File: src/rtl/f2_bus_pkg.sv
`default_nettype none

package f2_bus_pkg;

    ////////////////////////////////////////////////////////////////////////////
    // Address map and widths

    localparam int ADDR_W   = 23;              // Word address, A23..A1
    localparam int DATA_W   = 16;
    localparam int RAM_AW   = 15;              // 32K words of work RAM
    localparam int IO_AW    = 3;
    localparam int REGION_W = ADDR_W - RAM_AW; // Bits above a 64 KiB block

    localparam logic [REGION_W-1:0] RAM_BASE = 8'h10; // 0x10xxxx
    localparam logic [REGION_W-1:0] IO_BASE  = 8'h30; // 0x30xxxx

    ////////////////////////////////////////////////////////////////////////////
    // Interrupts

    localparam logic [2:0] IRQ_VBL_LEVEL = 3'd5;
    localparam logic [2:0] IRQ_DMA_LEVEL = 3'd6;
    localparam logic [2:0] FC_IACK       = 3'd7; // CPU space

    ////////////////////////////////////////////////////////////////////////////
    // Bus types

    typedef logic [ADDR_W-1:0] cpu_addr_t;
    typedef logic [DATA_W-1:0] cpu_word_t;
    typedef logic [1:0]        ds_n_t;     // [1] upper, [0] lower
    typedef logic [2:0]        ipl_t;      // Active low
    typedef logic [9:0]        joy_t;      // [3:0] U D L R, [6:4] buttons 1-3

    typedef enum logic [1:0] {
        DEV_NONE,
        DEV_RAM,
        DEV_IO,
        DEV_IACK
    } dev_sel_t;

    typedef enum logic [2:0] {
        IO_DSWA,
        IO_DSWB,
        IO_P1,
        IO_P2,
        IO_SYS
    } io_reg_t;

    typedef enum logic [1:0] {
        BUS_IDLE,
        BUS_WAIT,
        BUS_ACK
    } bus_state_t;

endpackage

`default_nettype wire

File: src/rtl/cpu_bus_if.sv
`default_nettype none

interface cpu_bus_if;
    import f2_bus_pkg::*;

    // Registered copy of the CPU request
    logic      as_n;
    ds_n_t     ds_n;
    logic      rw;
    logic [2:0] fc;
    cpu_addr_t addr;
    cpu_word_t wdata;

    dev_sel_t  sel;   // From the decoder

    modport decoder (input as_n, fc, addr, output sel);

    modport device (input as_n, ds_n, rw, fc, addr, wdata, sel);

    modport ret (input as_n, ds_n, sel);

endinterface

`default_nettype wire

File: src/rtl/input_ports.sv
`default_nettype none

module input_ports (
    input  logic                  clk,
    input  logic                  reset,
    cpu_bus_if.device             bus,
    input  logic [7:0]            dswa,
    input  logic [7:0]            dswb,
    input  f2_bus_pkg::joy_t      joy_p1,
    input  f2_bus_pkg::joy_t      joy_p2,
    input  logic [1:0]            start,
    input  logic [1:0]            coin,
    output f2_bus_pkg::cpu_word_t rdata
);
    import f2_bus_pkg::*;

    io_reg_t    idx;
    logic [7:0] port_byte;

    assign idx = io_reg_t'(bus.addr[IO_AW-1:0]);

    ////////////////////////////////////////////////////////////////////////////
    // Register select, active high here

    always_comb begin
        case (idx)
            IO_DSWA: port_byte = dswa;
            IO_DSWB: port_byte = dswb;
            IO_P1:   port_byte = {start[0], joy_p1[6:0]}; // Start, B3..B1, R L D U
            IO_P2:   port_byte = {start[1], joy_p2[6:0]};
            IO_SYS:  port_byte = {2'b00, start, coin, 2'b00};
            default: port_byte = 8'h00;
        endcase
    end

    // Inputs are active low on the bus, same byte on both lanes
    always_ff @(posedge clk) begin
        if (reset) begin
            rdata <= '1;
        end else if (bus.sel == DEV_IO) begin
            rdata <= {~port_byte, ~port_byte};
        end
    end

endmodule

`default_nettype wire

File: src/flat_wrapper.sv
// flat-port wrapper written by rule: the top's interface ports become plain ports
module input_ports_flat import f2_bus_pkg::*;
  (clk, reset, dswa, dswb, joy_p1, joy_p2, start, coin, rdata, bus_as_n, bus_ds_n, bus_rw, bus_fc, bus_addr, bus_wdata, bus_sel);
  cpu_bus_if bus_i ();
  input  logic clk;
  input  logic reset;
  input  logic [7:0] dswa;
  input  logic [7:0] dswb;
  input  f2_bus_pkg::joy_t joy_p1;
  input  f2_bus_pkg::joy_t joy_p2;
  input  logic [1:0] start;
  input  logic [1:0] coin;
  output f2_bus_pkg::cpu_word_t rdata;
  input wire logic [$bits(bus_i.as_n)-1:0] bus_as_n;
  input wire logic [$bits(bus_i.ds_n)-1:0] bus_ds_n;
  input wire logic [$bits(bus_i.rw)-1:0] bus_rw;
  input wire logic [$bits(bus_i.fc)-1:0] bus_fc;
  input wire logic [$bits(bus_i.addr)-1:0] bus_addr;
  input wire logic [$bits(bus_i.wdata)-1:0] bus_wdata;
  input wire logic [$bits(bus_i.sel)-1:0] bus_sel;
  assign bus_i.as_n = bus_as_n;
  assign bus_i.ds_n = bus_ds_n;
  assign bus_i.rw = bus_rw;
  assign bus_i.fc = bus_fc;
  assign bus_i.addr = bus_addr;
  assign bus_i.wdata = bus_wdata;
  assign bus_i.sel = bus_sel;
  input_ports u_core (.clk(clk), .reset(reset), .bus(bus_i), .dswa(dswa), .dswb(dswb), .joy_p1(joy_p1), .joy_p2(joy_p2), .start(start), .coin(coin), .rdata(rdata));
endmodule
File: config.mk
export PLATFORM = sky130hd
export DESIGN_NAME = input_ports_flat
export DESIGN_NICKNAME = d
export VERILOG_FILES = /design/src/rtl/f2_bus_pkg.sv /design/src/rtl/cpu_bus_if.sv /design/src/rtl/input_ports.sv /design/src/flat_wrapper.sv
export SDC_FILE = /design/constraint.sdc
export NUM_CORES = 1
export LEC_CHECK = 0
export ABC_AREA = 1
export BUFFER_PORTS_ARGS = -buffer_cell sky130_fd_sc_hd__buf_2
export CAP_MARGIN = 20
export CORE_AREA = 2 2 54 56
export DETAILED_ROUTE_END_ITERATION = 10
export DIE_AREA = 0 0 56 58
export PLACE_DENSITY = 0.77
export SKIP_LAST_GASP = 1
export SYNTH_ARGS = -nofsm -noshare
export SYNTH_HDL_FRONTEND = slang
export SYNTH_SLANG_ARGS = --single-unit
File: constraint.sdc
create_clock -name clk -period 1.35 [get_ports clk]
set_clock_uncertainty 0.1 [all_clocks]
set_input_delay 0.27 -clock clk [delete_from_list [all_inputs] [get_ports clk]]
set_output_delay 0.27 -clock clk [all_outputs]
set_load 0.01 [all_outputs]
==> out/results.ini <==
[drt]
post-route-drc-count = 0
vias_per_cell = 4.66
totalWireLength_um = 2020
antenna_left = 0
vias = 927
first_pass_iters = 3
routedWlPerCell_um = 10.2
drtIter0Drc = 11

[worst_setup_path]
worstPathArrival_ns = 0.75
cp_slowest_stage_delay_ns = 0.35
cp_data_required_time_ns = 0.98
path_buf_inv = 1
cp_max_fo = 3
worstPathCellList = buf_2
crit_type = reg2out
cp-end-kind = output port
cp_top_family = flip-flops
cp_slowest_cell = dfxtp_1
start_kind = flip-flop

[placed_design]
post-place-ws_ns = 0.0910
portBuffers = 56
gp_congestion = 0.777
dp.cells = 196
hpwl_um = 1690

[final_layout]
fillerInstances = 317
drive_gt1_share_pct = 41.1
stdcell_count = 199
regMostFlops = u_core.rdata
num_antenna_cells = 0
finish.net_count = 260
largest_register_ff_count = 8
area_growth_pct = 33.2
reg.largest.list = u_core.rdata: 8 flops

[yosys]
netlist_area_um2 = 787
synth_area_per_cell_um2 = 6.56
synthCells = 120
ys_seq_elements = 8
syn_nets = 210
synth_cell_types = 15
ys_warn_count = 0
yosysSeqAreaShare_pct = 20.3

[power_and_ir_drop]
swShare_pct = 32.1
vdd_drop_max_mv = 0.312
intPower_uw = 470
p_sw_uw = 222
finalPower_uw = 691
p_clk_share_pct = 26.3
power.density_mw_per_mm2 = 659
comb_power_share_pct = 35.6
p_leak_uw = 0.000566
p_seq_share_pct = 38.0

[global_routing]
grt_pass1_vias = 826
grt-ovfl-total = 0
grt_max_degree = 23
antenna_found_initial = 0
grt_pass1_wl_um = 3320
track_usage_pct = 12.7

[timing]
hold_violations = 0
fin_setup_tns_ns = 0
maxSlewViolCount = 0
setup_ws_ns = 0.233
max_freq_mhz = 895
fin_crit_sh_pct = 82.8
rsz0062_at_grt = false
setup_viol = 0
worst_pin_slew_ns = 0.269
period_needed_ns = 1.12
slew_headroom_pct = 82.0

[clock_network]
cts_tree = yes
cts-buffers-inserted = 3
cts_root_buf = clkbuf_4
insertion_delay_ns = 0.25
postCtsSetupRepairBufs = 0
clk_pin_slew_ns = 0.05
cts_hold_buf = 0
cts_max_level = 1
clkSinkCount = 8
clock_path_buffers = 2
cts-resized-gates = 0

[floorplan]
die_area_mm2 = 0.00325
core_mm2 = 0.00266
io_pins = 106
die-height_um = 58
initial_core_util_pct = 29.6
die_w_um = 56
core.rowCount = 19

[hold_path]
hp-class = in2reg

[outcome]
status = finished, final reports clean

[flow_run]
maxCapViolations = 0

## metrics by stage
stage / hold WS (ns) / instance area (µm²) / util (%)
detailed placement: 0.384 / 1030 / 38.5
global placement: 0.380 / 1030 / 38.5
floorplan: 0.266 / 787 / -
finish: 0.168 / 1050 / 39.4
CTS: 0.163 / 1050 / 39.4
global route: 0.184 / 1050 / 39.4
## synthesized netlist by cell type (all sizes together)
cell type / count / area [µm²]
a21oi: 4 / 20.0
buf: 16 / 143
dfxtp: 8 / 160
inv: 10 / 37.5
nand2: 26 / 97.6
nand3: 20 / 110
nand3b: 2 / 15.0
nand4: 20 / 125
nor2: 12 / 68.8
o21ai: 2 / 10.0
## power by group through the flow
| stage | clock, µW | combinational (µW) | sequential, µW |
|---|---|---|---|
| 2_1_floorplan | 0 | 153 | 275 |
| 3_3_place_gp | 0 | 246 | 268 |
| 3_5_place_dp | 0 | 248 | 269 |
| 4_1_cts | 190 | 249 | 264 |
| 5_1_grt | 197 | 274 | 266 |
| 6_report | 182 | 246 | 263 |
## routing by layer
layer	vias up	global-route usage [%]	part of all wire [%]
met5	-	0	0
met4	0	7.14	1.6
met3	3	1.34	6.4
met2	38	21.3	46
met1	386	15.8	46
li1	500	-	-
## area by class of cell
| cell class | instances | area, µm² | share of cell area (%) |
|---|---|---|---|
| Timing Repair Buffer | 61 | 343 | 32.7 |
| Clock buffer | 3 | 22.5 | 2.15 |
| Sequential cell | 8 | 160 | 15.3 |
| Inverter | 10 | 37.5 | 3.58 |
| Multi-Input combinational cell | 86 | 447 | 42.6 |
| Tap cell | 31 | 38.8 | 3.70 |
## placed cells by master, fill, tap and decap left out, types with 3 or more instances in the layout
master    Yosys  routed
clkbuf_4      0       3
nor2_1       10      10
nand4_1      20      20
buf_4        10       3
buf_2         0      56
inv_1         9       9
a21oi_1       4       4
dfxtp_1       8       8
nand3_1      18      18
nand2_1      26      26
## final timing paths
check,to,cells after the start,start,slack (ns)
worst max-delay path,rdata[13],1,u_core.rdata[13],0.23
worst min-delay path,u_core.rdata[10],3,reset,0.17
worst max register to register,u_core.rdata[13],2,u_core.rdata[13],0.62
worst min register to register,u_core.rdata[12],2,u_core.rdata[12],0.39
## kinds of logic after synthesis
group           count (synthesis)  share of synthesized area [%]
flops                           8                           20.3
compound gates                  6                           3.82
simple gates                   80                           52.9
buf+inv                        26                           22.9
No activity file was read; power rests on OpenSTA's default activity.
