## src/rtl/f2_bus_pkg.sv

```systemverilog
`default_nettype none

package f2_bus_pkg;

    ////////////////////////////////////////////////////////////////////////////
    // Address map and widths

    localparam int ADDR_W   = 23;              // Word address, A23..A1
    localparam int DATA_W   = 16;
    localparam int RAM_AW   = 15;              // 32K words of work RAM
    localparam int IO_AW    = 3;
    localparam int REGION_W = ADDR_W - RAM_AW; // Bits above a 64 KiB block

    localparam logic [REGION_W-1:0] RAM_BASE = 8'h10; // 0x10xxxx
    localparam logic [REGION_W-1:0] IO_BASE  = 8'h30; // 0x30xxxx

    ////////////////////////////////////////////////////////////////////////////
    // Interrupts

    localparam logic [2:0] IRQ_VBL_LEVEL = 3'd5;
    localparam logic [2:0] IRQ_DMA_LEVEL = 3'd6;
    localparam logic [2:0] FC_IACK       = 3'd7; // CPU space

    ////////////////////////////////////////////////////////////////////////////
    // Bus types

    typedef logic [ADDR_W-1:0] cpu_addr_t;
    typedef logic [DATA_W-1:0] cpu_word_t;
    typedef logic [1:0]        ds_n_t;     // [1] upper, [0] lower
    typedef logic [2:0]        ipl_t;      // Active low
    typedef logic [9:0]        joy_t;      // [3:0] U D L R, [6:4] buttons 1-3

    typedef enum logic [1:0] {
        DEV_NONE,
        DEV_RAM,
        DEV_IO,
        DEV_IACK
    } dev_sel_t;

    typedef enum logic [2:0] {
        IO_DSWA,
        IO_DSWB,
        IO_P1,
        IO_P2,
        IO_SYS
    } io_reg_t;

    typedef enum logic [1:0] {
        BUS_IDLE,
        BUS_WAIT,
        BUS_ACK
    } bus_state_t;

endpackage

`default_nettype wire

```

## src/rtl/cpu_bus_if.sv

```systemverilog
`default_nettype none

interface cpu_bus_if;
    import f2_bus_pkg::*;

    // Registered copy of the CPU request
    logic      as_n;
    ds_n_t     ds_n;
    logic      rw;
    logic [2:0] fc;
    cpu_addr_t addr;
    cpu_word_t wdata;

    dev_sel_t  sel;   // From the decoder

    modport decoder (input as_n, fc, addr, output sel);

    modport device (input as_n, ds_n, rw, fc, addr, wdata, sel);

    modport ret (input as_n, ds_n, sel);

endinterface

`default_nettype wire

```

## src/rtl/interrupt_ctrl.sv

```systemverilog
`default_nettype none

module interrupt_ctrl (
    input  logic             clk,
    input  logic             reset,
    cpu_bus_if.device        bus,
    input  logic             vblank_n,
    input  logic             dma_n,
    output f2_bus_pkg::ipl_t ipl_n
);
    import f2_bus_pkg::*;

    logic vbl_q;
    logic vbl_prev;
    logic dma_q;
    logic dma_prev;
    logic req_vbl;
    logic req_dma;
    logic clr_vbl;
    logic clr_dma;

    // Acknowledge cycle for a given level, level is on A3..A1
    assign clr_vbl = (bus.sel == DEV_IACK) && (bus.addr[2:0] == IRQ_VBL_LEVEL) && !bus.ds_n[0];
    assign clr_dma = (bus.sel == DEV_IACK) && (bus.addr[2:0] == IRQ_DMA_LEVEL) && !bus.ds_n[0];

    ////////////////////////////////////////////////////////////////////////////
    // Input registers and requests

    always_ff @(posedge clk) begin
        if (reset) begin
            vbl_q    <= 1'b1;
            vbl_prev <= 1'b1;
            dma_q    <= 1'b1;
            dma_prev <= 1'b1;
            req_vbl  <= 1'b0;
            req_dma  <= 1'b0;
        end else begin
            vbl_q    <= vblank_n;
            vbl_prev <= vbl_q;
            dma_q    <= dma_n;
            dma_prev <= dma_q;

            if (vbl_prev && !vbl_q) begin  // Start of vblank
                req_vbl <= 1'b1;
            end
            if (!dma_prev && dma_q) begin  // Sprite DMA finished
                req_dma <= 1'b1;
            end

            if (clr_vbl) begin
                req_vbl <= 1'b0;
            end
            if (clr_dma) begin
                req_dma <= 1'b0;
            end
        end
    end

    always_comb begin
        if (req_dma) begin
            ipl_n = ~IRQ_DMA_LEVEL;
        end else if (req_vbl) begin
            ipl_n = ~IRQ_VBL_LEVEL;
        end else begin
            ipl_n = 3'b111;
        end
    end

    assert property (@(posedge clk) disable iff (reset)
        (ipl_n == 3'b111) || (ipl_n == ~IRQ_VBL_LEVEL) || (ipl_n == ~IRQ_DMA_LEVEL))
        else $error("ipl_n shows an unused level");

endmodule

`default_nettype wire

```

## src/flat_wrapper.sv

```systemverilog
// flat-port wrapper written by rule: the top's interface ports become plain ports
module interrupt_ctrl_flat import f2_bus_pkg::*;
  (clk, reset, vblank_n, dma_n, ipl_n, bus_as_n, bus_ds_n, bus_rw, bus_fc, bus_addr, bus_wdata, bus_sel);
  cpu_bus_if bus_i ();
  input  logic clk;
  input  logic reset;
  input  logic vblank_n;
  input  logic dma_n;
  output f2_bus_pkg::ipl_t ipl_n;
  input wire logic [$bits(bus_i.as_n)-1:0] bus_as_n;
  input wire logic [$bits(bus_i.ds_n)-1:0] bus_ds_n;
  input wire logic [$bits(bus_i.rw)-1:0] bus_rw;
  input wire logic [$bits(bus_i.fc)-1:0] bus_fc;
  input wire logic [$bits(bus_i.addr)-1:0] bus_addr;
  input wire logic [$bits(bus_i.wdata)-1:0] bus_wdata;
  input wire logic [$bits(bus_i.sel)-1:0] bus_sel;
  assign bus_i.as_n = bus_as_n;
  assign bus_i.ds_n = bus_ds_n;
  assign bus_i.rw = bus_rw;
  assign bus_i.fc = bus_fc;
  assign bus_i.addr = bus_addr;
  assign bus_i.wdata = bus_wdata;
  assign bus_i.sel = bus_sel;
  interrupt_ctrl u_core (.clk(clk), .reset(reset), .bus(bus_i), .vblank_n(vblank_n), .dma_n(dma_n), .ipl_n(ipl_n));
endmodule
```

## config.mk

```make
export PLATFORM = sky130hd
export DESIGN_NAME = interrupt_ctrl_flat
export DESIGN_NICKNAME = d
export VERILOG_FILES = /design/src/rtl/f2_bus_pkg.sv /design/src/rtl/cpu_bus_if.sv /design/src/rtl/interrupt_ctrl.sv /design/src/flat_wrapper.sv
export SDC_FILE = /design/constraint.sdc
export NUM_CORES = 1
export LEC_CHECK = 0
export BUFFER_PORTS_ARGS = -buffer_cell sky130_fd_sc_hd__buf_2
export CAP_MARGIN = 20
export CORE_AREA = 2 2 39 41
export CTS_CLUSTER_SIZE = 40
export DETAILED_ROUTE_END_ITERATION = 16
export DIE_AREA = 0 0 41 43
export PLACE_DENSITY = 0.68
export SYNTH_ARGS = -nofsm -noshare
export SYNTH_HDL_FRONTEND = slang
export SYNTH_SLANG_ARGS = --single-unit
```

## constraint.sdc

```tcl
create_clock -name clk -period 1.16 [get_ports clk]
set_input_delay 0.058 -clock clk [delete_from_list [all_inputs] [get_ports clk]]
set_output_delay 0.058 -clock clk [all_outputs]
set_load 0.1 [all_outputs]
```

==> key figures, run 1 <==
Outcome
  – Result of the run: completed

Clock network
  – Clock latency on the worst-skew pair: 0.24 ns
  – Clock tree from TritonCTS: yes
  – Clock root cell: clkbuf_4
  – Number of sinks handled by clock tree synthesis: 6
  – Total clock buffers created by CTS: 3
  – Number of H-tree levels: 1
  – Post CTS Setup Buffer Count: 0
  – Register clock-pin slew on the reported worst setup and hold paths: 0.04 ns
  – Worst-case clock buffer depth: 2

STA
  – Worst clock skew on the final layout: 0.00168 ns
  – RSZ-0062 raised after global routing: no
  – Number of hold violations in the final report: 0
  – Worst Hold Margin: 0.0408 ns
  – Final Setup Violations: 0
  – Share of the clock period used by the worst path: 94.6%
  – Slew of the pin with the lowest slew margin: 0.248 ns
  – Worst rel slew slack: 83.5%
  – Peak Freq: 911 MHz
  – Final slew viol count: 0
  – Shortest period the worst path allows: 1.10 ns

Worst setup path
  – Worst reg2reg path startpoint: u_core.req_dma
  – Type of destination of the critical path: primary output
  – Data arrival time of the critical path: 1.04 ns
  – CP Class: reg2out
  – Worst reg2reg setup slack: 0.26 ns
  – Critical R2R Capture: u_core.req_dma
  – Largest driver fanout on the critical path: 3
  – WP data required: 1.10 ns
  – Depth of the worst register-to-register path: 2
  – CP startpoint kind: register

Floorplan
  – Initial core utilization: 16.3%
  – Area of the core: 1380 sq um
  – Horiz. Die Dim: 41 um
  – Vertical extent of the die: 43 um
  – I/O pin cnt: 55
  – Floorplan die area: 1760 sq um
  – FP Rows: 14

Logic synthesis
  – Top post-synthesis cells by area: dfxtp_1, a221oi_2, or2_2
  – Average size of a mapped cell: 10.7 sq um
  – Flip-flop and latch count after synthesis: 6
  – Synth area leader: dfxtp_1
  – Distinct cells, synth: 9
  – Share of the synthesized area in the top cell type: 53.3%
  – Share of synthesized area occupied by flip-flops and latches: 53.3%
  – Synthesized net count: 73
  – Synthesized area: 225 sq um
  – Number of instances in the synthesized netlist: 21
  – Yosys warnings: 0

Power
  – Portion of total power attributed to combinational logic: 25.8%
  – Power share of the clock group: 33.6%
  – Switch Pwr: 0.162 mW
  – P_leak: 0.175 nW
  – Internal Power: 0.395 mW
  – Flop pwr share: 40.6%
  – Switching part of the total: 29.0%
  – Power, Total: 0.556 mW
  – Pwr dens: 1330 nW/um^2
  – Max rail drop VDD: 0.666 mV

Flow run
  – Count of max-cap constraint violations: 0

Finish
  – Commonest cells after routing, fill and taps aside: buf_2, dfxtp_1, or2_2
  – Filler cell count: 150
  – Area taken by multi-input logic gates: 116 sq um
  – NumNets Final: 92
  – Fraction of layout instances using a drive strength above 1: 65.8%
  – Area added between synthesis and finish: 86.1%
  – Diode insertion count for antenna repair: 0
  – Final design utilization: 30.3%
  – Most frequent standard cell in the layout excluding fill and tap cells: buf_2
  – Post-route design area: 419 sq um
  – Storage element area: 124 sq um
  – Final non-filler cell total: 54

Placed design
  – Placed Cells incl. Taps: 49
  – Buffers added on ports: 12
  – Post-Place Cell Area: 374 sq um
  – Final Wtd Congestion: 0.583

Global routing
  – Via count of the first global-routing pass: 199
  – Global-route wire length before repair: 765 um
  – Number of antenna violations at the first check in global routing: 0
  – Total routing usage reported by global routing: 7.16%
  – Maximum number of pins on one net before global-route repair: 7
  – Remaining Overflow, GRT: 0

Route
  – Per-cell routed wire length: 7.24 um
  – Vias post-DR: 205
  – Post-DR vias/cell: 3.80
  – Post-route antenna net violation count: 0
  – First-pass iteration count of the detailed router: 1
  – Starting DRC count in detailed routing: 0
  – DRC viols: 0
  – Total wire length after detailed routing: 391 um

Worst hold path
  – Worst min-delay path startpoint: reset
  – Type of the worst min-delay path: in2reg
  – End point of the worst hold path: u_core.req_dma
  – Number of stages on the worst hold path: 2
==> Yosys cell counts <==
| master | count |
|---|---|
| nor2b_1 | 2 |
| and4b_1 | 1 |
| nand2_1 | 1 |
| nand2b_1 | 2 |
| nor2_1 | 1 |
| a221oi_2 | 2 |
| or2_2 | 4 |
| inv_1 | 2 |
| dfxtp_1 | 6 |
==> metrics by stage <==
| step | worst slack (ns) | TNS, ns |
|---|---|---|
| 2_1_floorplan | -0.164 | -0.351 |
| 3_3_place_gp | 0.278 | 0 |
| 3_5_place_dp | 0.253 | 0 |
| 4_1_cts | 0.0363 | 0 |
| 5_1_grt | 0.00607 | 0 |
| 6_report | 0.0629 | 0 |
==> critical path: stages, from the launching register on <==
cell and delay, ns:
dfxtp_4 0.35, clkinvlp_4 0.16, nand2_8 0.11, buf_12 0.17
==> worst max path at each step <==
stage	startpoint	endpoint	slack, ns	cells past startpoint
5_1_grt	u_core.req_dma	ipl_n[0]	0.006	3
6_report	u_core.req_dma	ipl_n[0]	0.06	3
3_5_place_dp	u_core.req_dma	u_core.req_dma	0.25	2
4_1_cts	u_core.req_dma	ipl_n[0]	0.04	3
2_1_floorplan	u_core.req_dma	u_core.req_dma	-0.16	2
3_3_place_gp	u_core.req_dma	u_core.req_dma	0.28	2
==> timing repair <==
| action | in CTS | in global routing |
|---|---|---|
| endpoints found under the setup margin | 0 | 1 |
| resized for setup | 0 | 1 |
| hold endpoints to repair | 2 | 0 |
| hold buffers | 2 | 0 |
==> cells by family after synthesis <==
kind of cell           synth area share [%]
AO/OA/AOI/OAI                          13.3
buffers and inverters                  3.33
flip-flops                             53.3
AND/OR/NAND/NOR                        30.0
==> sequential cells by signal, summed over array words and instances, names as in the netlist <==
signal / count
u_core.req_vbl: 1
u_core.dma_q: 1
u_core.dma_prev: 1
u_core.vbl_prev: 1
u_core.vbl_q: 1
u_core.req_dma: 1
==> power groups by stage <==
| stage | registers (mW) | clock network (mW) | logic, mW |
|---|---|---|---|
| after detailed placement | 0.231 | 0 | 0.140 |
| after floorplan | 0.229 | 0 | 0.0856 |
| after CTS | 0.227 | 0.198 | 0.145 |
| after global routing | 0.227 | 0.217 | 0.152 |
| after global placement | 0.230 | 0 | 0.138 |
| final | 0.226 | 0.187 | 0.144 |
==> layout make-up <==
class	count	share of cell area [%]
multi-input combinational	13	27.8
tap	16	4.78
timing repair buffer	14	29.9
sequential	6	29.6
clock buffer	3	5.37
inverter	2	2.69
==> layer usage <==
layer  track usage (%)  routed length, um  up-vias
met5                 0                  0        -
li1                  -                  -      104
met4              6.00                  0        0
met3              6.28                 29        0
met2              9.06                217        7
met1              6.84                145       94
Power figures use the tool's default switching activity.
==> run 2: changes to the inputs <==
==> constraint.sdc (replaced) <==
create_clock -name clk -period 1.16 [get_ports clk]
set_input_delay 0.232 -clock clk [delete_from_list [all_inputs] [get_ports clk]]
set_output_delay 0.232 -clock clk [all_outputs]
set_load 0.1 [all_outputs]
==> key figures, run 2 (synthesis results as in run 1) <==
Outcome
  – Result of the run: complete, but fails checks (was completed)
  – Violations in the final reports: negative setup slack

Worst setup path
  – Ordered list of cells on the worst path: clkinvlp_4 > nand2_8 > buf_12 (unchanged)
  – WP data required: 0.93 ns (was 1.10 ns)
  – Data arrival time of the critical path: 1.01 ns (was 1.04 ns)
  – Type of destination of the critical path: primary output (unchanged)
  – Category of cells accounting for the largest share of critical-path delay: flip-flops (unchanged)
  – Depth of the worst register-to-register path: 4 (was 2)
  – Worst Path Buf+Inv: 2 (unchanged)
  – Termination of the worst setup path: ipl_n[0] (unchanged)
  – Worst path depth: 3 (unchanged)
  – Critical R2R Capture: u_core.req_dma (unchanged)
  – Slowest cell on crit path: dfxtp_4 (unchanged)
  – CP Class: reg2out (unchanged)
  – Worst reg2reg path startpoint: u_core.req_dma (unchanged)
  – Start point of the critical path: u_core.req_dma (unchanged)
  – Maximum cell stage delay along the critical path: 0.35 ns (about the same)
  – Largest driver fanout on the critical path: 3 (unchanged)
  – Worst reg2reg setup slack: 0.05 ns (was 0.26 ns)
  – CP startpoint kind: register (unchanged)

STA
  – Worst Hold Margin: 0.174 ns (was 0.0408 ns)
  – Post-layout worst setup margin: -0.0825 ns (was 0.0629 ns)
  – Worst rel slew slack: 88.8% (was 83.5%)
  – Slew of the pin with the lowest slew margin: 0.168 ns (was 0.248 ns)
  – Worst clock skew on the final layout: 0.00554 ns (was 0.00168 ns)
  – RSZ-0062 raised after global routing: yes (was no)
  – Fin Setup TNS: -0.117 ns (was 0 ns)
  – Share of the clock period used by the worst path: 107% (was 94.6%)
  – Peak Freq: 805 MHz (was 911 MHz)
  – Shortest period the worst path allows: 1.24 ns (was 1.10 ns)
  – Final slew viol count: 0 (unchanged)
  – Number of hold violations in the final report: 0 (unchanged)
  – Final Setup Violations: 2 (was 0)

Power
  – Power share of the clock group: 33.4% (was 33.6%)
  – Switch Pwr: 0.160 mW (was 0.162 mW)
  – Portion of total power attributed to combinational logic: 25.9% (was 25.8%)
  – Pwr dens: 1340 nW/um^2 (was 1330 nW/um^2)
  – Max rail drop VDD: 0.679 mV (was 0.666 mV)
  – P_leak: 0.175 nW (about the same)
  – Internal Power: 0.396 mW (was 0.395 mW)
  – Switching part of the total: 28.8% (was 29.0%)
  – Flop pwr share: 40.7% (was 40.6%)

Finish
  – Commonest cells after routing, fill and taps aside: buf_2, or2_2, dfxtp_1 (was buf_2, dfxtp_1, or2_2)
  – Post-route design area: 415 sq um (was 419 sq um)
  – Diode insertion count for antenna repair: 0 (unchanged)
  – Most frequent standard cell in the layout excluding fill and tap cells: buf_2 (unchanged)
  – Fraction of layout instances using a drive strength above 1: 73.7% (was 65.8%)
  – Final non-filler cell total: 54 (unchanged)
  – Area added between synthesis and finish: 84.4% (was 86.1%)
  – NumNets Final: 92 (unchanged)

Placed design
  – Placed Cells incl. Taps: 49 (unchanged)
  – Final Wtd Congestion: 0.619 (was 0.583)
  – Post-place setup slack: 0.146 ns (was 0.253 ns)
  – Buffers added on ports: 12 (unchanged)
  – Post-Place Cell Area: 374 sq um (unchanged)

Clock network
  – Clock tree from TritonCTS: yes (unchanged)
  – CTS Hold Buffers Added: 0 (was 2)
  – Register clock-pin slew on the reported worst setup and hold paths: 0.04 ns (about the same)
  – Number of sinks handled by clock tree synthesis: 6 (unchanged)
  – Clock latency on the worst-skew pair: 0.24 ns (about the same)
  – Clock root cell: clkbuf_4 (unchanged)
  – Number of H-tree levels: 1 (unchanged)
  – Worst-case clock buffer depth: 2 (unchanged)
  – Total clock buffers created by CTS: 3 (unchanged)

Worst hold path
  – Worst min-delay path startpoint: dma_n (was reset)
  – Type of the worst min-delay path: in2reg (unchanged)
  – Number of stages on the worst hold path: 2 (unchanged)

Global routing
  – Maximum number of pins on one net before global-route repair: 7 (unchanged)
  – Via count of the first global-routing pass: 190 (was 199)
  – Total routing usage reported by global routing: 6.95% (was 7.16%)
  – Global-route wire length before repair: 724 um (was 765 um)
  – Remaining Overflow, GRT: 0 (unchanged)
  – Number of antenna violations at the first check in global routing: 0 (unchanged)

Floorplan
  – Vertical extent of the die: 43 um (unchanged)
  – Horiz. Die Dim: 41 um (unchanged)
  – I/O pin cnt: 55 (unchanged)
  – Area of the core: 1380 sq um (unchanged)
  – Initial core utilization: 16.3% (unchanged)
  – Floorplan die area: 1760 sq um (unchanged)
  – FP Rows: 14 (unchanged)

Route
  – Vias post-DR: 199 (was 205)
  – DRC viols: 0 (unchanged)
  – Post-route antenna net violation count: 0 (unchanged)
  – Post-DR vias/cell: 3.69 (was 3.80)
  – Starting DRC count in detailed routing: 0 (unchanged)
  – First-pass iteration count of the detailed router: 1 (unchanged)
  – Per-cell routed wire length: 6.76 um (was 7.24 um)
  – Total wire length after detailed routing: 365 um (was 391 um)

Flow run
  – Count of max-cap constraint violations: 0 (unchanged)
[run 2: changes by cell type in the layout (fill, tap and decap cells not counted), sizes merged]
cell,before,now
dlygate4sd3,2,0
buf,12,14
[run 2: per-layer routing]
| metal | wire length (um) | vias up | global-route usage, % |
|---|---|---|---|
| met4 | 0 | 0 | 6.00 |
| met3 | 35 | 0 | 6.28 |
| met5 | 0 | - | 0 |
| li1 | - | 104 | - |
| met2 | 189 | 9 | 8.13 |
| met1 | 141 | 86 | 7.14 |
[run 2: power by group through the flow]
stage	Combinational, mW	Clock [mW]	Sequential (mW)
detailed placement	0.141	0	0.231
floorplan	0.0867	0	0.230
finish	0.144	0.186	0.226
CTS	0.143	0.199	0.227
global route	0.152	0.222	0.227
global placement	0.140	0	0.230
[run 2: worst register-to-register path, delay by kind of cell (launching register included)]
| kind | cells | cell delay, ns |
|---|---|---|
| compound gates | 1 | 0.21 |
| flops | 1 | 0.35 |
| buf+inv | 3 | 0.45 |
[run 2: cell type report]
class,instances,area (sq um)
multi-input cells,13,116
flip-flops and latches,6,125
repair buffers,14,120
fillers,145,968
clock buffers,3,22.5
inverters,2,11.3
well taps,16,20.0
[run 2: metrics by stage]
stage                     power, mW  util (%)
final                         0.556      30.0
after global routing          0.601      30.0
after CTS                     0.570      29.3
after detailed placement      0.372      27.0
after global placement        0.370      27.0
after floorplan               0.316         -
[run 2: how the worst min path moves through the flow]
| stage | slack, ns | to |
|---|---|---|
| CTS | 0.16 | u_core.dma_q |
| global placement | 0.41 | u_core.vbl_prev |
| detailed placement | 0.42 | u_core.vbl_prev |
| finish | 0.17 | u_core.dma_q |
| floorplan | 0.29 | u_core.req_dma |
| global route | 0.16 | u_core.dma_q |
[run 2: what timing repair did]
action	CTS	global route
hold endpoints to repair	0	0
resized for setup	1	1
setup buffers	1	1
endpoints found under the setup margin	3	3
pin swaps	1	0
