$ cat config.mk
export PLATFORM = sky130hd
export DESIGN_NAME = bus_return_flat
export DESIGN_NICKNAME = d
export VERILOG_FILES = /design/src/rtl/f2_bus_pkg.sv /design/src/rtl/cpu_bus_if.sv /design/src/rtl/bus_return.sv /design/src/flat_wrapper.sv
export SDC_FILE = /design/constraint.sdc
export NUM_CORES = 1
export LEC_CHECK = 0
export BUFFER_PORTS_ARGS = -buffer_cell sky130_fd_sc_hd__buf_2
export CORE_MARGIN = 8
export CORE_UTILIZATION = 45
export CTS_BUF_LIST = sky130_fd_sc_hd__clkbuf_8
export DETAILED_ROUTE_END_ITERATION = 6
export PLACE_DENSITY = 0.95
export SYNTH_ARGS = -nofsm -noshare
export SYNTH_HDL_FRONTEND = slang
export SYNTH_SLANG_ARGS = --single-unit
export TNS_END_PERCENT = 50
$ cat constraint.sdc
create_clock -name clk -period 3.9 [get_ports clk]
set_input_delay 0.195 -clock clk [delete_from_list [all_inputs] [get_ports clk]]
set_output_delay 0.195 -clock clk [all_outputs]
set_load 0.02 [all_outputs]
$ cat src/rtl/f2_bus_pkg.sv
`default_nettype none

package f2_bus_pkg;

    ////////////////////////////////////////////////////////////////////////////
    // Address map and widths

    localparam int ADDR_W   = 23;              // Word address, A23..A1
    localparam int DATA_W   = 16;
    localparam int RAM_AW   = 15;              // 32K words of work RAM
    localparam int IO_AW    = 3;
    localparam int REGION_W = ADDR_W - RAM_AW; // Bits above a 64 KiB block

    localparam logic [REGION_W-1:0] RAM_BASE = 8'h10; // 0x10xxxx
    localparam logic [REGION_W-1:0] IO_BASE  = 8'h30; // 0x30xxxx

    ////////////////////////////////////////////////////////////////////////////
    // Interrupts

    localparam logic [2:0] IRQ_VBL_LEVEL = 3'd5;
    localparam logic [2:0] IRQ_DMA_LEVEL = 3'd6;
    localparam logic [2:0] FC_IACK       = 3'd7; // CPU space

    ////////////////////////////////////////////////////////////////////////////
    // Bus types

    typedef logic [ADDR_W-1:0] cpu_addr_t;
    typedef logic [DATA_W-1:0] cpu_word_t;
    typedef logic [1:0]        ds_n_t;     // [1] upper, [0] lower
    typedef logic [2:0]        ipl_t;      // Active low
    typedef logic [9:0]        joy_t;      // [3:0] U D L R, [6:4] buttons 1-3

    typedef enum logic [1:0] {
        DEV_NONE,
        DEV_RAM,
        DEV_IO,
        DEV_IACK
    } dev_sel_t;

    typedef enum logic [2:0] {
        IO_DSWA,
        IO_DSWB,
        IO_P1,
        IO_P2,
        IO_SYS
    } io_reg_t;

    typedef enum logic [1:0] {
        BUS_IDLE,
        BUS_WAIT,
        BUS_ACK
    } bus_state_t;

endpackage

`default_nettype wire

$ cat src/rtl/cpu_bus_if.sv
`default_nettype none

interface cpu_bus_if;
    import f2_bus_pkg::*;

    // Registered copy of the CPU request
    logic      as_n;
    ds_n_t     ds_n;
    logic      rw;
    logic [2:0] fc;
    cpu_addr_t addr;
    cpu_word_t wdata;

    dev_sel_t  sel;   // From the decoder

    modport decoder (input as_n, fc, addr, output sel);

    modport device (input as_n, ds_n, rw, fc, addr, wdata, sel);

    modport ret (input as_n, ds_n, sel);

endinterface

`default_nettype wire

$ cat src/rtl/bus_return.sv
`default_nettype none

module bus_return (
    input  logic                  clk,
    input  logic                  reset,
    cpu_bus_if.ret                bus,
    input  f2_bus_pkg::cpu_word_t ram_rdata,
    input  f2_bus_pkg::cpu_word_t io_rdata,
    output f2_bus_pkg::cpu_word_t rdata,
    output logic                  dtack_n,
    output logic                  vpa_n
);
    import f2_bus_pkg::*;

    bus_state_t state;
    bus_state_t state_next;
    cpu_word_t  rd_mux;
    logic       cycle_req;

    assign cycle_req = ~bus.as_n & (bus.ds_n != 2'b11);

    always_comb begin
        case (bus.sel)
            DEV_RAM: rd_mux = ram_rdata;
            DEV_IO:  rd_mux = io_rdata;
            default: rd_mux = '0;    // Unmapped and IACK
        endcase
    end

    always_comb begin
        state_next = state;
        case (state)
            BUS_IDLE: if (cycle_req) state_next = BUS_WAIT;
            BUS_WAIT: state_next = bus.as_n ? BUS_IDLE : BUS_ACK;
            BUS_ACK:  if (bus.as_n) state_next = BUS_IDLE;
            default:  state_next = BUS_IDLE;
        endcase
    end

    always_ff @(posedge clk) begin
        if (reset) begin
            state <= BUS_IDLE;
        end else begin
            state <= state_next;
        end
    end

    // Device data settles one cycle after the select
    always_ff @(posedge clk) begin
        if (state == BUS_WAIT) begin
            rdata <= rd_mux;
        end
    end

    // Released as soon as the registered strobe goes high
    assign dtack_n = ~(state == BUS_ACK && !bus.as_n && bus.sel != DEV_IACK);
    assign vpa_n   = ~(state == BUS_ACK && !bus.as_n && bus.sel == DEV_IACK);

    assert property (@(posedge clk) disable iff (reset) !(!dtack_n && !vpa_n))
        else $error("dtack_n and vpa_n low together");

endmodule

`default_nettype wire

$ cat src/flat_wrapper.sv
// flat-port wrapper written by rule: the top's interface ports become plain ports
module bus_return_flat import f2_bus_pkg::*;
  (clk, reset, ram_rdata, io_rdata, rdata, dtack_n, vpa_n, bus_as_n, bus_ds_n, bus_sel);
  cpu_bus_if bus_i ();
  input  logic clk;
  input  logic reset;
  input  f2_bus_pkg::cpu_word_t ram_rdata;
  input  f2_bus_pkg::cpu_word_t io_rdata;
  output f2_bus_pkg::cpu_word_t rdata;
  output logic dtack_n;
  output logic vpa_n;
  input wire logic [$bits(bus_i.as_n)-1:0] bus_as_n;
  input wire logic [$bits(bus_i.ds_n)-1:0] bus_ds_n;
  input wire logic [$bits(bus_i.sel)-1:0] bus_sel;
  assign bus_i.as_n = bus_as_n;
  assign bus_i.ds_n = bus_ds_n;
  assign bus_i.sel = bus_sel;
  bus_return u_core (.clk(clk), .reset(reset), .bus(bus_i), .ram_rdata(ram_rdata), .io_rdata(io_rdata), .rdata(rdata), .dtack_n(dtack_n), .vpa_n(vpa_n));
endmodule
==> results.json, run 1 <==
{
  "rsz0062_at_grt": "no",
  "dp_hpwl_mm": 1.73,
  "ir_worst_vdd_v": 0.000209,
  "critPathKind": "register to register",
  "p_per_area_mw_per_mm2": 353,
  "p_leak_uw": 0.000532,
  "holdWs_ns": 0.113,
  "timing.rr.end": "u_core.rdata[0]",
  "cp_cell_sequence": "nor2b_1",
  "die_w_um": 58.7,
  "yosys.area_share.simple_pct": 11.6,
  "dr.pass1.iters": 5,
  "cts-buffers-inserted": 3,
  "drv_cap": 0,
  "synth-compound-area-share_pct": 15.3,
  "synth-xor-area-share_pct": 1.07,
  "power.total_uw": 405,
  "via_per_inst": 4.98,
  "cts_sinks": 18,
  "start_kind": "register",
  "r2r-start": "u_core.state[0]",
  "min_path_type": "input port to register",
  "tightestPinTransition_ns": 1.25,
  "ios": 57,
  "fmax_ghz": 0.573,
  "io_buffers": 56,
  "placed_cell_area_mm2": 0.00111,
  "holdBufCountCts": 0,
  "ys_ff_latch": 18,
  "fin_crit_ns": 1.75,
  "drt-initial-drc-count": 29,
  "grt_pass1_vias": 656,
  "grt_max_degree": 17,
  "tns_ns": 0,
  "diodes": 0,
  "ff2ff_path_depth": 1,
  "grt_use_total_pct": 12.5,
  "relSlewSlack_pct": 16.7,
  "min_from": "bus_ds_n[1]",
  "grt_pass1_wl_mm": 3.22,
  "cts_buffer_depth": 2,
  "clk_pin_slew_ns": 0.06,
  "fin_crit_sh_pct": 44.8,
  "layout_commonest_cell": "buf_2",
  "ant_nets": 0,
  "synth_top_family_by_area": "compound AO/OA/AOI/OAI gates",
  "postCtsSetupRepairBufs": 0,
  "synthTopCellsByArea": "edfxtp_1 59%, a22oi_1 15%, nor2_1 7.8%, dfxtp_1 4.9%, ha_1 4.6%",
  "outcome": "completed",
  "slew_viol_final": 0,
  "crit_slowest_cell": "nor2b_1",
  "synthAdderAreaFrac_pct": 4.58,
  "die-area_mm2": 0.00344,
  "slowest_delay_ns": 0.99,
  "cp.arrival_ns": 1.60,
  "gp_congestion": 0.747,
  "fin_util_pct": 66.4,
  "cts_tree": "done",
  "hold_viol": 0,
  "fin_skew_ns": 0.00328,
  "hold_depth": 2,
  "synthCells": 69,
  "yosys.area.top_type": "edfxtp_1",
  "clockRootBuffer": "clkbuf_8",
  "fin_area_mm2": 0.00115,
  "antenna_found_initial": 0,
  "htreeDepth": 1,
  "r2r_setup_slack_ns": 2.15,
  "coreArea_mm2": 0.00173,
  "synth_top_area_share_pct": 58.6,
  "grt-ovfl-total": 0,
  "initial_core_util_pct": 47.5,
  "drc": 0,
  "syn_area_per_cell_um2": 11.9,
  "final_layout_size_suffix_gt1_share_pct": 48.4,
  "final_cell_mix": "56 x buf_2, 17 x nor2_1, 16 x a22oi_1, 16 x edfxtp_1",
  "post_cts_resized": 0,
  "ys_seq_area_share_pct": 63.5,
  "synth_area_um2": 820,
  "synthesis.nets": 111,
  "multi_input_area_um2": 267,
  "setup_viol": 0,
  "num_vias": 732,
  "cp.required_ns": 3.76,
  "cp_num_buf_inv": 0,
  "die_y_um": 58.7,
  "crit_path_end_kind": "register",
  "detail_route.wl_per_cell_um": 15.3,
  "clk_latency_ns": 0.25,
  "synth.distinct_cells": 15,
  "crit_fanout": 16,
  "yosys-mux-area-fraction_pct": 0,
  "finalWirelength_mm": 2.25,
  "critical-path-top-delay-family": "simple AND/OR/NAND/NOR gates",
  "areaGrowthSynthToFinish_pct": 40.0,
  "regArea_um2": 520,
  "std_cell_rows": 15,
  "yosysWarnings": 0,
  "fin_nets": 166,
  "holdPathEnd": "u_core.state[0]",
  "fillers": 154
}
[worst max-delay path by stage]
stage	from	endpoint	slack, ns	cells past startpoint
CTS	u_core.state[0]	u_core.rdata[4]	2.13	1
finish	u_core.state[0]	u_core.rdata[0]	2.15	1
detailed placement	u_core.state[0]	u_core.rdata[12]	2.14	1
floorplan	u_core.state[0]	u_core.rdata[0]	2.37	1
global placement	u_core.state[0]	u_core.rdata[12]	2.19	1
global route	u_core.state[0]	u_core.rdata[10]	2.05	1
[final cells by class]
class	instances	area share (%)
Clock buffer	3	3.60
Timing Repair Buffer	56	24.4
Inverter	2	0.654
Tap cell	25	2.73
Sequential cell	18	45.4
Multi-Input combinational cell	43	23.2
[metal layers]
layer  share of wire [%]  routed length (µm)  vias to the layer above  GRT usage (%)
li1                    -                   -                      361              -
met1                  35                 789                      327           12.2
met2                  51                1140                       42           21.3
met3                  13                 291                        2           5.22
met4                 1.3                  29                        0           8.19
met5                   0                   0                        -              0
[metrics by stage]
stage / cells / setup WS [ns]
2_1_floorplan: 69 / 2.37
3_3_place_gp: 144 / 2.19
3_5_place_dp: 144 / 2.14
4_1_cts: 147 / 2.13
6_report: 147 / 2.15
5_1_grt: 147 / 2.05
[Yosys cell counts]
library cell,number
xnor2_1,1
clkbuf_1,4
nor3_1,1
nor2_1,17
nor2b_1,1
a21oi_1,1
buf_2,2
nand3b_1,1
inv_1,2
edfxtp_1,16
a22oi_1,16
dfxtp_1,2
or4_1,1
ha_1,3
nand3_1,1
[sequential cells by signal, summed over array words and instances, names as in the netlist]
signal        cells
u_core.state      2
u_core.rdata     16
[power by group]
| part | switching, µW | leakage [µW] | total (µW) | internal [µW] |
|---|---|---|---|---|
| clock | 53.2 | 0.0000216 | 122 | 68.4 |
| sequential | 2.07 | 0.000179 | 220 | 218 |
| combinational | 35.4 | 0.000332 | 63.0 | 27.6 |
| total | 90.6 | 0.000532 | 405 | 314 |
[logic make-up after synthesis]
family,Yosys count
flops,18
xor+xnor,1
simple gates,22
compound gates,17
fa+ha+maj,3
buf+inv,8
Note: power is estimated with default switching activity, not from simulation.
==> run 2, diff against run 1 <==
--- a/config.mk
+++ b/config.mk
@@ -5,12 +5,13 @@
 export SDC_FILE = /design/constraint.sdc
 export NUM_CORES = 1
 export LEC_CHECK = 0
+export ABC_AREA = 1
 export BUFFER_PORTS_ARGS = -buffer_cell sky130_fd_sc_hd__buf_2
 export CORE_MARGIN = 8
-export CORE_UTILIZATION = 45
+export CORE_UTILIZATION = 43
 export CTS_BUF_LIST = sky130_fd_sc_hd__clkbuf_8
 export DETAILED_ROUTE_END_ITERATION = 6
-export PLACE_DENSITY = 0.95
+export PLACE_DENSITY = 0.9
 export SYNTH_ARGS = -nofsm -noshare
 export SYNTH_HDL_FRONTEND = slang
 export SYNTH_SLANG_ARGS = --single-unit
==> constraint.sdc (replaced) <==
create_clock -name clk -period 1.7 [get_ports clk]
set_input_delay 0.085 -clock clk [delete_from_list [all_inputs] [get_ports clk]]
set_output_delay 0.085 -clock clk [all_outputs]
set_load 0.02 [all_outputs]
==> results.json, run 2 <==
{
  "gp_congestion": 0.771,
  "fin_nets": 190,
  "via_per_inst": 4.66,
  "ys_ff_latch": 18,
  "dr.pass1.iters": 4,
  "synthMostInstantiatedCell": "nand2_1",
  "finalWirelength_mm": 2.41,
  "final_layout_size_suffix_gt1_share_pct": 49.0,
  "cts_tree": "done",
  "ant_nets": 0,
  "fin_util_pct": 63.1,
  "drv_cap": 0,
  "multi_input_area_um2": 320,
  "drt-initial-drc-count": 11,
  "grt_max_degree": 17,
  "crit_fanout": 3,
  "cp.required_ns": 1.62,
  "grt_use_total_pct": 12.8,
  "outcome": "completed",
  "start_kind": "register",
  "largest_reg_flops": 16,
  "initial_core_util_pct": 46.3,
  "detail_route.wl_per_cell_um": 13.8,
  "fmax_ghz": 0.819,
  "ir_worst_vdd_v": 0.000501,
  "cts-buffers-inserted": 3,
  "slew_viol_final": 0,
  "rsz0062_at_grt": "no",
  "dp_cells": 168,
  "drc": 0,
  "clk_pin_slew_ns": 0.06,
  "hold_viol": 0,
  "synth_area_um2": 918,
  "synthTopCellsByArea": "edfxtp_1 52%, nand2_1 12%, a21oi_1 6.5%, a21oi_2 5.7%, dfxtp_1 4.4%",
  "cp.arrival_ns": 1.14,
  "fin_skew_ns": 0.00337,
  "ys_seq_area_share_pct": 56.7,
  "cts_sinks": 18,
  "p_per_area_mw_per_mm2": 781,
  "syn_area_per_cell_um2": 10.3,
  "min_from": "bus_ds_n[0]",
  "grt-ovfl-total": 0,
  "top_register": "u_core.rdata",
  "r2r-start": "u_core.state[0]",
  "fin_crit_ns": 1.22,
  "yosysWarnings": 0,
  "grt_pass1_vias": 890,
  "ios": 57,
  "tightestPinTransition_ns": 0.639,
  "antenna_found_initial": 0,
  "num_vias": 811,
  "min_path_type": "input port to register",
  "critPathKind": "register to primary output",
  "fin_crit_sh_pct": 71.8,
  "post_cts_resized": 0,
  "fillers": 186,
  "regArea_um2": 520,
  "crit_path_end_kind": "primary output",
  "async_flop_share_pct": 0,
  "die_w_um": 62.2,
  "synth_edf_count": 16,
  "die_y_um": 62.2,
  "critPathLaunch": "u_core.state[0]",
  "synth.top_cells.by_count": "30 x nand2_1, 16 x edfxtp_1, 12 x a21oi_1",
  "synthesis.nets": 131,
  "p_leak_uw": 0.000534,
  "clockRootBuffer": "clkbuf_8",
  "cts_buffer_depth": 2,
  "coreArea_mm2": 0.00198,
  "synth.distinct_cells": 17,
  "die-area_mm2": 0.00387,
  "relSlewSlack_pct": 57.4,
  "grt_pass1_wl_mm": 4.09,
  "synthFlopType": "edfxtp_1",
  "fin_cells": 174,
  "clk_latency_ns": 0.25,
  "tns_ns": 0,
  "dp_hpwl_mm": 1.90,
  "layout_commonest_cell": "buf_2",
  "reg_top3": "u_core.rdata x16, u_core.state x2",
  "areaGrowthSynthToFinish_pct": 36.1,
  "htreeDepth": 1,
  "synthCells": 89,
  "synth_top_area_share_pct": 52.3,
  "io_buffers": 56,
  "diodes": 0,
  "std_cell_rows": 16,
  "yosys.area.top_type": "edfxtp_1",
  "setup_viol": 0,
  "final_cell_mix": "56 x buf_2, 30 x nand2_1, 16 x edfxtp_1"
}
-- run 2: cell count changes after synthesis, moves of 2 or more --
cell	delta
clkbuf_1	-4
a21oi_2	+6
a21oi_1	+11
nor2_1	-15
buf_4	+2
nand2_2	+4
a22oi_1	-16
buf_6	+2
nand2_1	+30
inv_1	+2
-- run 2: cell type report --
| cell class | count | share of cell area, % |
|---|---|---|
| Timing Repair Buffer | 60 | 25.2 |
| Tap cell | 27 | 2.70 |
| Clock buffer | 3 | 3.30 |
| Clock inverter | 1 | 0.300 |
| Sequential cell | 18 | 41.6 |
| Inverter | 4 | 1.20 |
| Multi-Input combinational cell | 61 | 25.6 |
-- run 2: metal layers --
metal / GRT usage, % / vias up / part of all wire [%]
met1: 15.1 / 361 / 45
met3: 3.76 / 2 / 7.3
met4: 5.25 / 0 / 1.1
met2: 21.0 / 39 / 47
met5: 0 / - / 0
li1: - / 409 / -
-- run 2: worst paths after layout --
path	slack (ns)	cells past startpoint	endpoint
max	0.48	4	dtack_n
min	0.008	2	u_core.state[0]
min reg2reg	0.51	2	u_core.state[1]
max reg2reg	0.66	3	u_core.rdata[14]
-- run 2: through the flow --
step                      setup WS (ns)  hold slack, ns  instance area, µm²  total power [µW]
after detailed placement          0.405           0.262                1180               694
after CTS                         0.468         0.00310                1250               988
after floorplan                   0.230           0.154                 918               625
final                             0.479         0.00815                1250               976
after global placement            0.508           0.255                1180               686
after global routing              0.384         0.00991                1250              1030
-- run 2: cell families (layout without fill, tap and decap cells) --
group,after synthesis,after routing,share of synthesized area [%]
flops,18,18,56.7
compound gates,18,18,12.3
buf+inv,10,68,8.45
fa+ha+maj,3,3,4.09
simple gates,40,40,18.5
-- run 2: worst max-delay path, stage by stage (launching register included) --
cell	delay [ns]
dfxtp_1	0.33
nor2_2	0.12
nand2_1	0.08
or2_1	0.21
buf_2	0.16
-- run 2: timing repair --
item                                    4_1_cts  5_1_grt
endpoints found under the hold margin         2        0
buffers inserted                              0        0
endpoints found under the setup margin        0        0
hold buffers                                  2        0
-- run 2: power by group --
part / total [µW] / internal [µW] / switching, µW / leakage (µW)
logic: 174 / 72.0 / 102 / 0.000349
registers: 513 / 507 / 5.95 / 0.000162
clock network: 289 / 160 / 130 / 0.0000231
total: 976 / 739 / 237 / 0.000534
==> run 3, diff against run 2 <==
==> constraint.sdc (replaced) <==
create_clock -name clk -period 1.2 [get_ports clk]
set_input_delay 0.06 -clock clk [delete_from_list [all_inputs] [get_ports clk]]
set_output_delay 0.06 -clock clk [all_outputs]
set_load 0.02 [all_outputs]
==> results.json, run 3 (synthesis results as in run 2) <==
{
  "outcome": "completed",
  "critPathKind": "register to primary output",
  "ios": 57,
  "p_leak_uw": 0.000561,
  "finalWirelength_mm": 2.53,
  "reg_top3": "u_core.rdata x16, u_core.state x2",
  "layout_commonest_cell": "buf_2",
  "clk_latency_ns": 0.25,
  "htreeDepth": 1,
  "grt-ovfl-total": 0,
  "areaGrowthSynthToFinish_pct": 44.1,
  "via_per_inst": 4.55,
  "internal_power_uw": 1070,
  "setup_viol": 0,
  "dr.pass1.iters": 4,
  "cp.required_ns": 1.14,
  "min_from": "bus_as_n",
  "ant_nets": 0,
  "p_sw_uw": 352,
  "fin_nets": 193,
  "p_per_area_mw_per_mm2": 1070,
  "die_y_um": 62.2,
  "regArea_um2": 523,
  "fin_cells": 177,
  "dp_cells": 168,
  "fin_util_pct": 66.8,
  "cts_tree": "done",
  "seqPwrFrac_pct": 51.2,
  "min_path_type": "input port to register",
  "std_cell_rows": 16,
  "cts_buffer_depth": 2,
  "grt_pass1_wl_mm": 3.88,
  "antenna_found_initial": 0,
  "coreArea_mm2": 0.00198,
  "rsz0062_at_grt": "yes",
  "crit_fanout": 3,
  "fillers": 169,
  "clockRootBuffer": "clkbuf_8",
  "grt_pass1_vias": 830,
  "power.total_uw": 1420,
  "start_kind": "register",
  "fin_skew_ns": 0.000923,
  "largest_reg_flops": 16,
  "detail_route.wl_per_cell_um": 14.3,
  "cts_sinks": 18,
  "slew_viol_final": 0,
  "gp_congestion": 0.724,
  "io_buffers": 56,
  "diodes": 0,
  "crit_path_end_kind": "primary output",
  "tightestPinTransition_ns": 0.603,
  "hold_viol": 0,
  "r2r-start": "u_core.state[0]",
  "ir_worst_vdd_v": 0.000604,
  "dp_hpwl_mm": 1.88,
  "fin_crit_sh_pct": 96.8,
  "clockPowerShare_pct": 29.5,
  "final_layout_size_suffix_gt1_share_pct": 52.0,
  "drv_cap": 0,
  "cp.arrival_ns": 1.10,
  "multi_input_area_um2": 335,
  "drt-initial-drc-count": 23,
  "holdWs_ns": 0.142,
  "num_vias": 806,
  "drc": 0,
  "die-area_mm2": 0.00387,
  "fmax_ghz": 0.861,
  "switching_share_pct": 24.8,
  "critPathLaunch": "u_core.state[0]",
  "fin_crit_ns": 1.16,
  "initial_core_util_pct": 46.3,
  "p_comb_share_pct": 19.3,
  "clk_pin_slew_ns": 0.07,
  "relSlewSlack_pct": 59.8,
  "cts-buffers-inserted": 3,
  "die_w_um": 62.2,
  "grt_use_total_pct": 12.7,
  "grt_max_degree": 17,
  "final_cell_mix": "55 x buf_2, 29 x nand2_1, 16 x edfxtp_1",
  "top_register": "u_core.rdata"
}
## run 3: cell types whose count changed in the layout (fill, tap and decap cells not counted), sizes merged
| cell | delta |
|---|---|
| buf | +2 |
| dlygate4sd3 | +1 |
## run 3: layout make-up
type | instances | area share [%]
flip-flops and latches | 18 | 39.5
repair buffers | 63 | 28.1
multi-input cells | 61 | 25.3
clock buffers | 3 | 3.12
well taps | 27 | 2.55
inverters | 4 | 1.13
clock inverters | 1 | 0.284
## run 3: critical path: stages (launching register included)
cell and delay, ns:
dfxtp_2 0.34, nor2_4 0.09, nand2_2 0.06, or2_1 0.24
buf_6 0.13
## run 3: repair_timing
action	in CTS	in global routing
setup endpoints to repair	1	1
pin swaps	1	2
gates resized for setup	4	2
endpoints found under the hold margin	2	0
buffers inserted	1	1
hold buffers	3	0
## run 3: worst paths after layout
path	end	slack (ns)	depth (start not counted)
min reg2reg	u_core.state[1]	0.53	2
min	u_core.state[1]	0.14	3
max	dtack_n	0.04	4
max reg2reg	u_core.rdata[1]	0.23	3
## run 3: per-layer routing
| layer | routed length (µm) | global-route usage [%] | up-vias |
|---|---|---|---|
| met5 | 0 | 0 | - |
| met1 | 916 | 11.6 | 349 |
| met4 | 29 | 6.71 | 0 |
| met3 | 256 | 6.27 | 2 |
| met2 | 1330 | 22.4 | 39 |
| li1 | - | - | 416 |
## run 3: power by group through the flow
stage               Clock, µW  Combinational (µW)  Sequential (µW)
CTS                       429                 273              727
global placement            0                 252              739
global route              451                 299              730
detailed placement          0                 260              740
floorplan                   0                 112              776
finish                    420                 275              728
## run 3: metrics by stage
| step | cell area, µm² | setup TNS (ns) | setup WS [ns] |
|---|---|---|---|
| CTS | 1310 | 0 | 0.00959 |
| detailed placement | 1220 | -0.102 | -0.0594 |
| floorplan | 926 | 0 | 0.168 |
| global placement | 1220 | 0 | 0.0345 |
| finish | 1320 | 0 | 0.0383 |
| global route | 1320 | -0.0185 | -0.0185 |
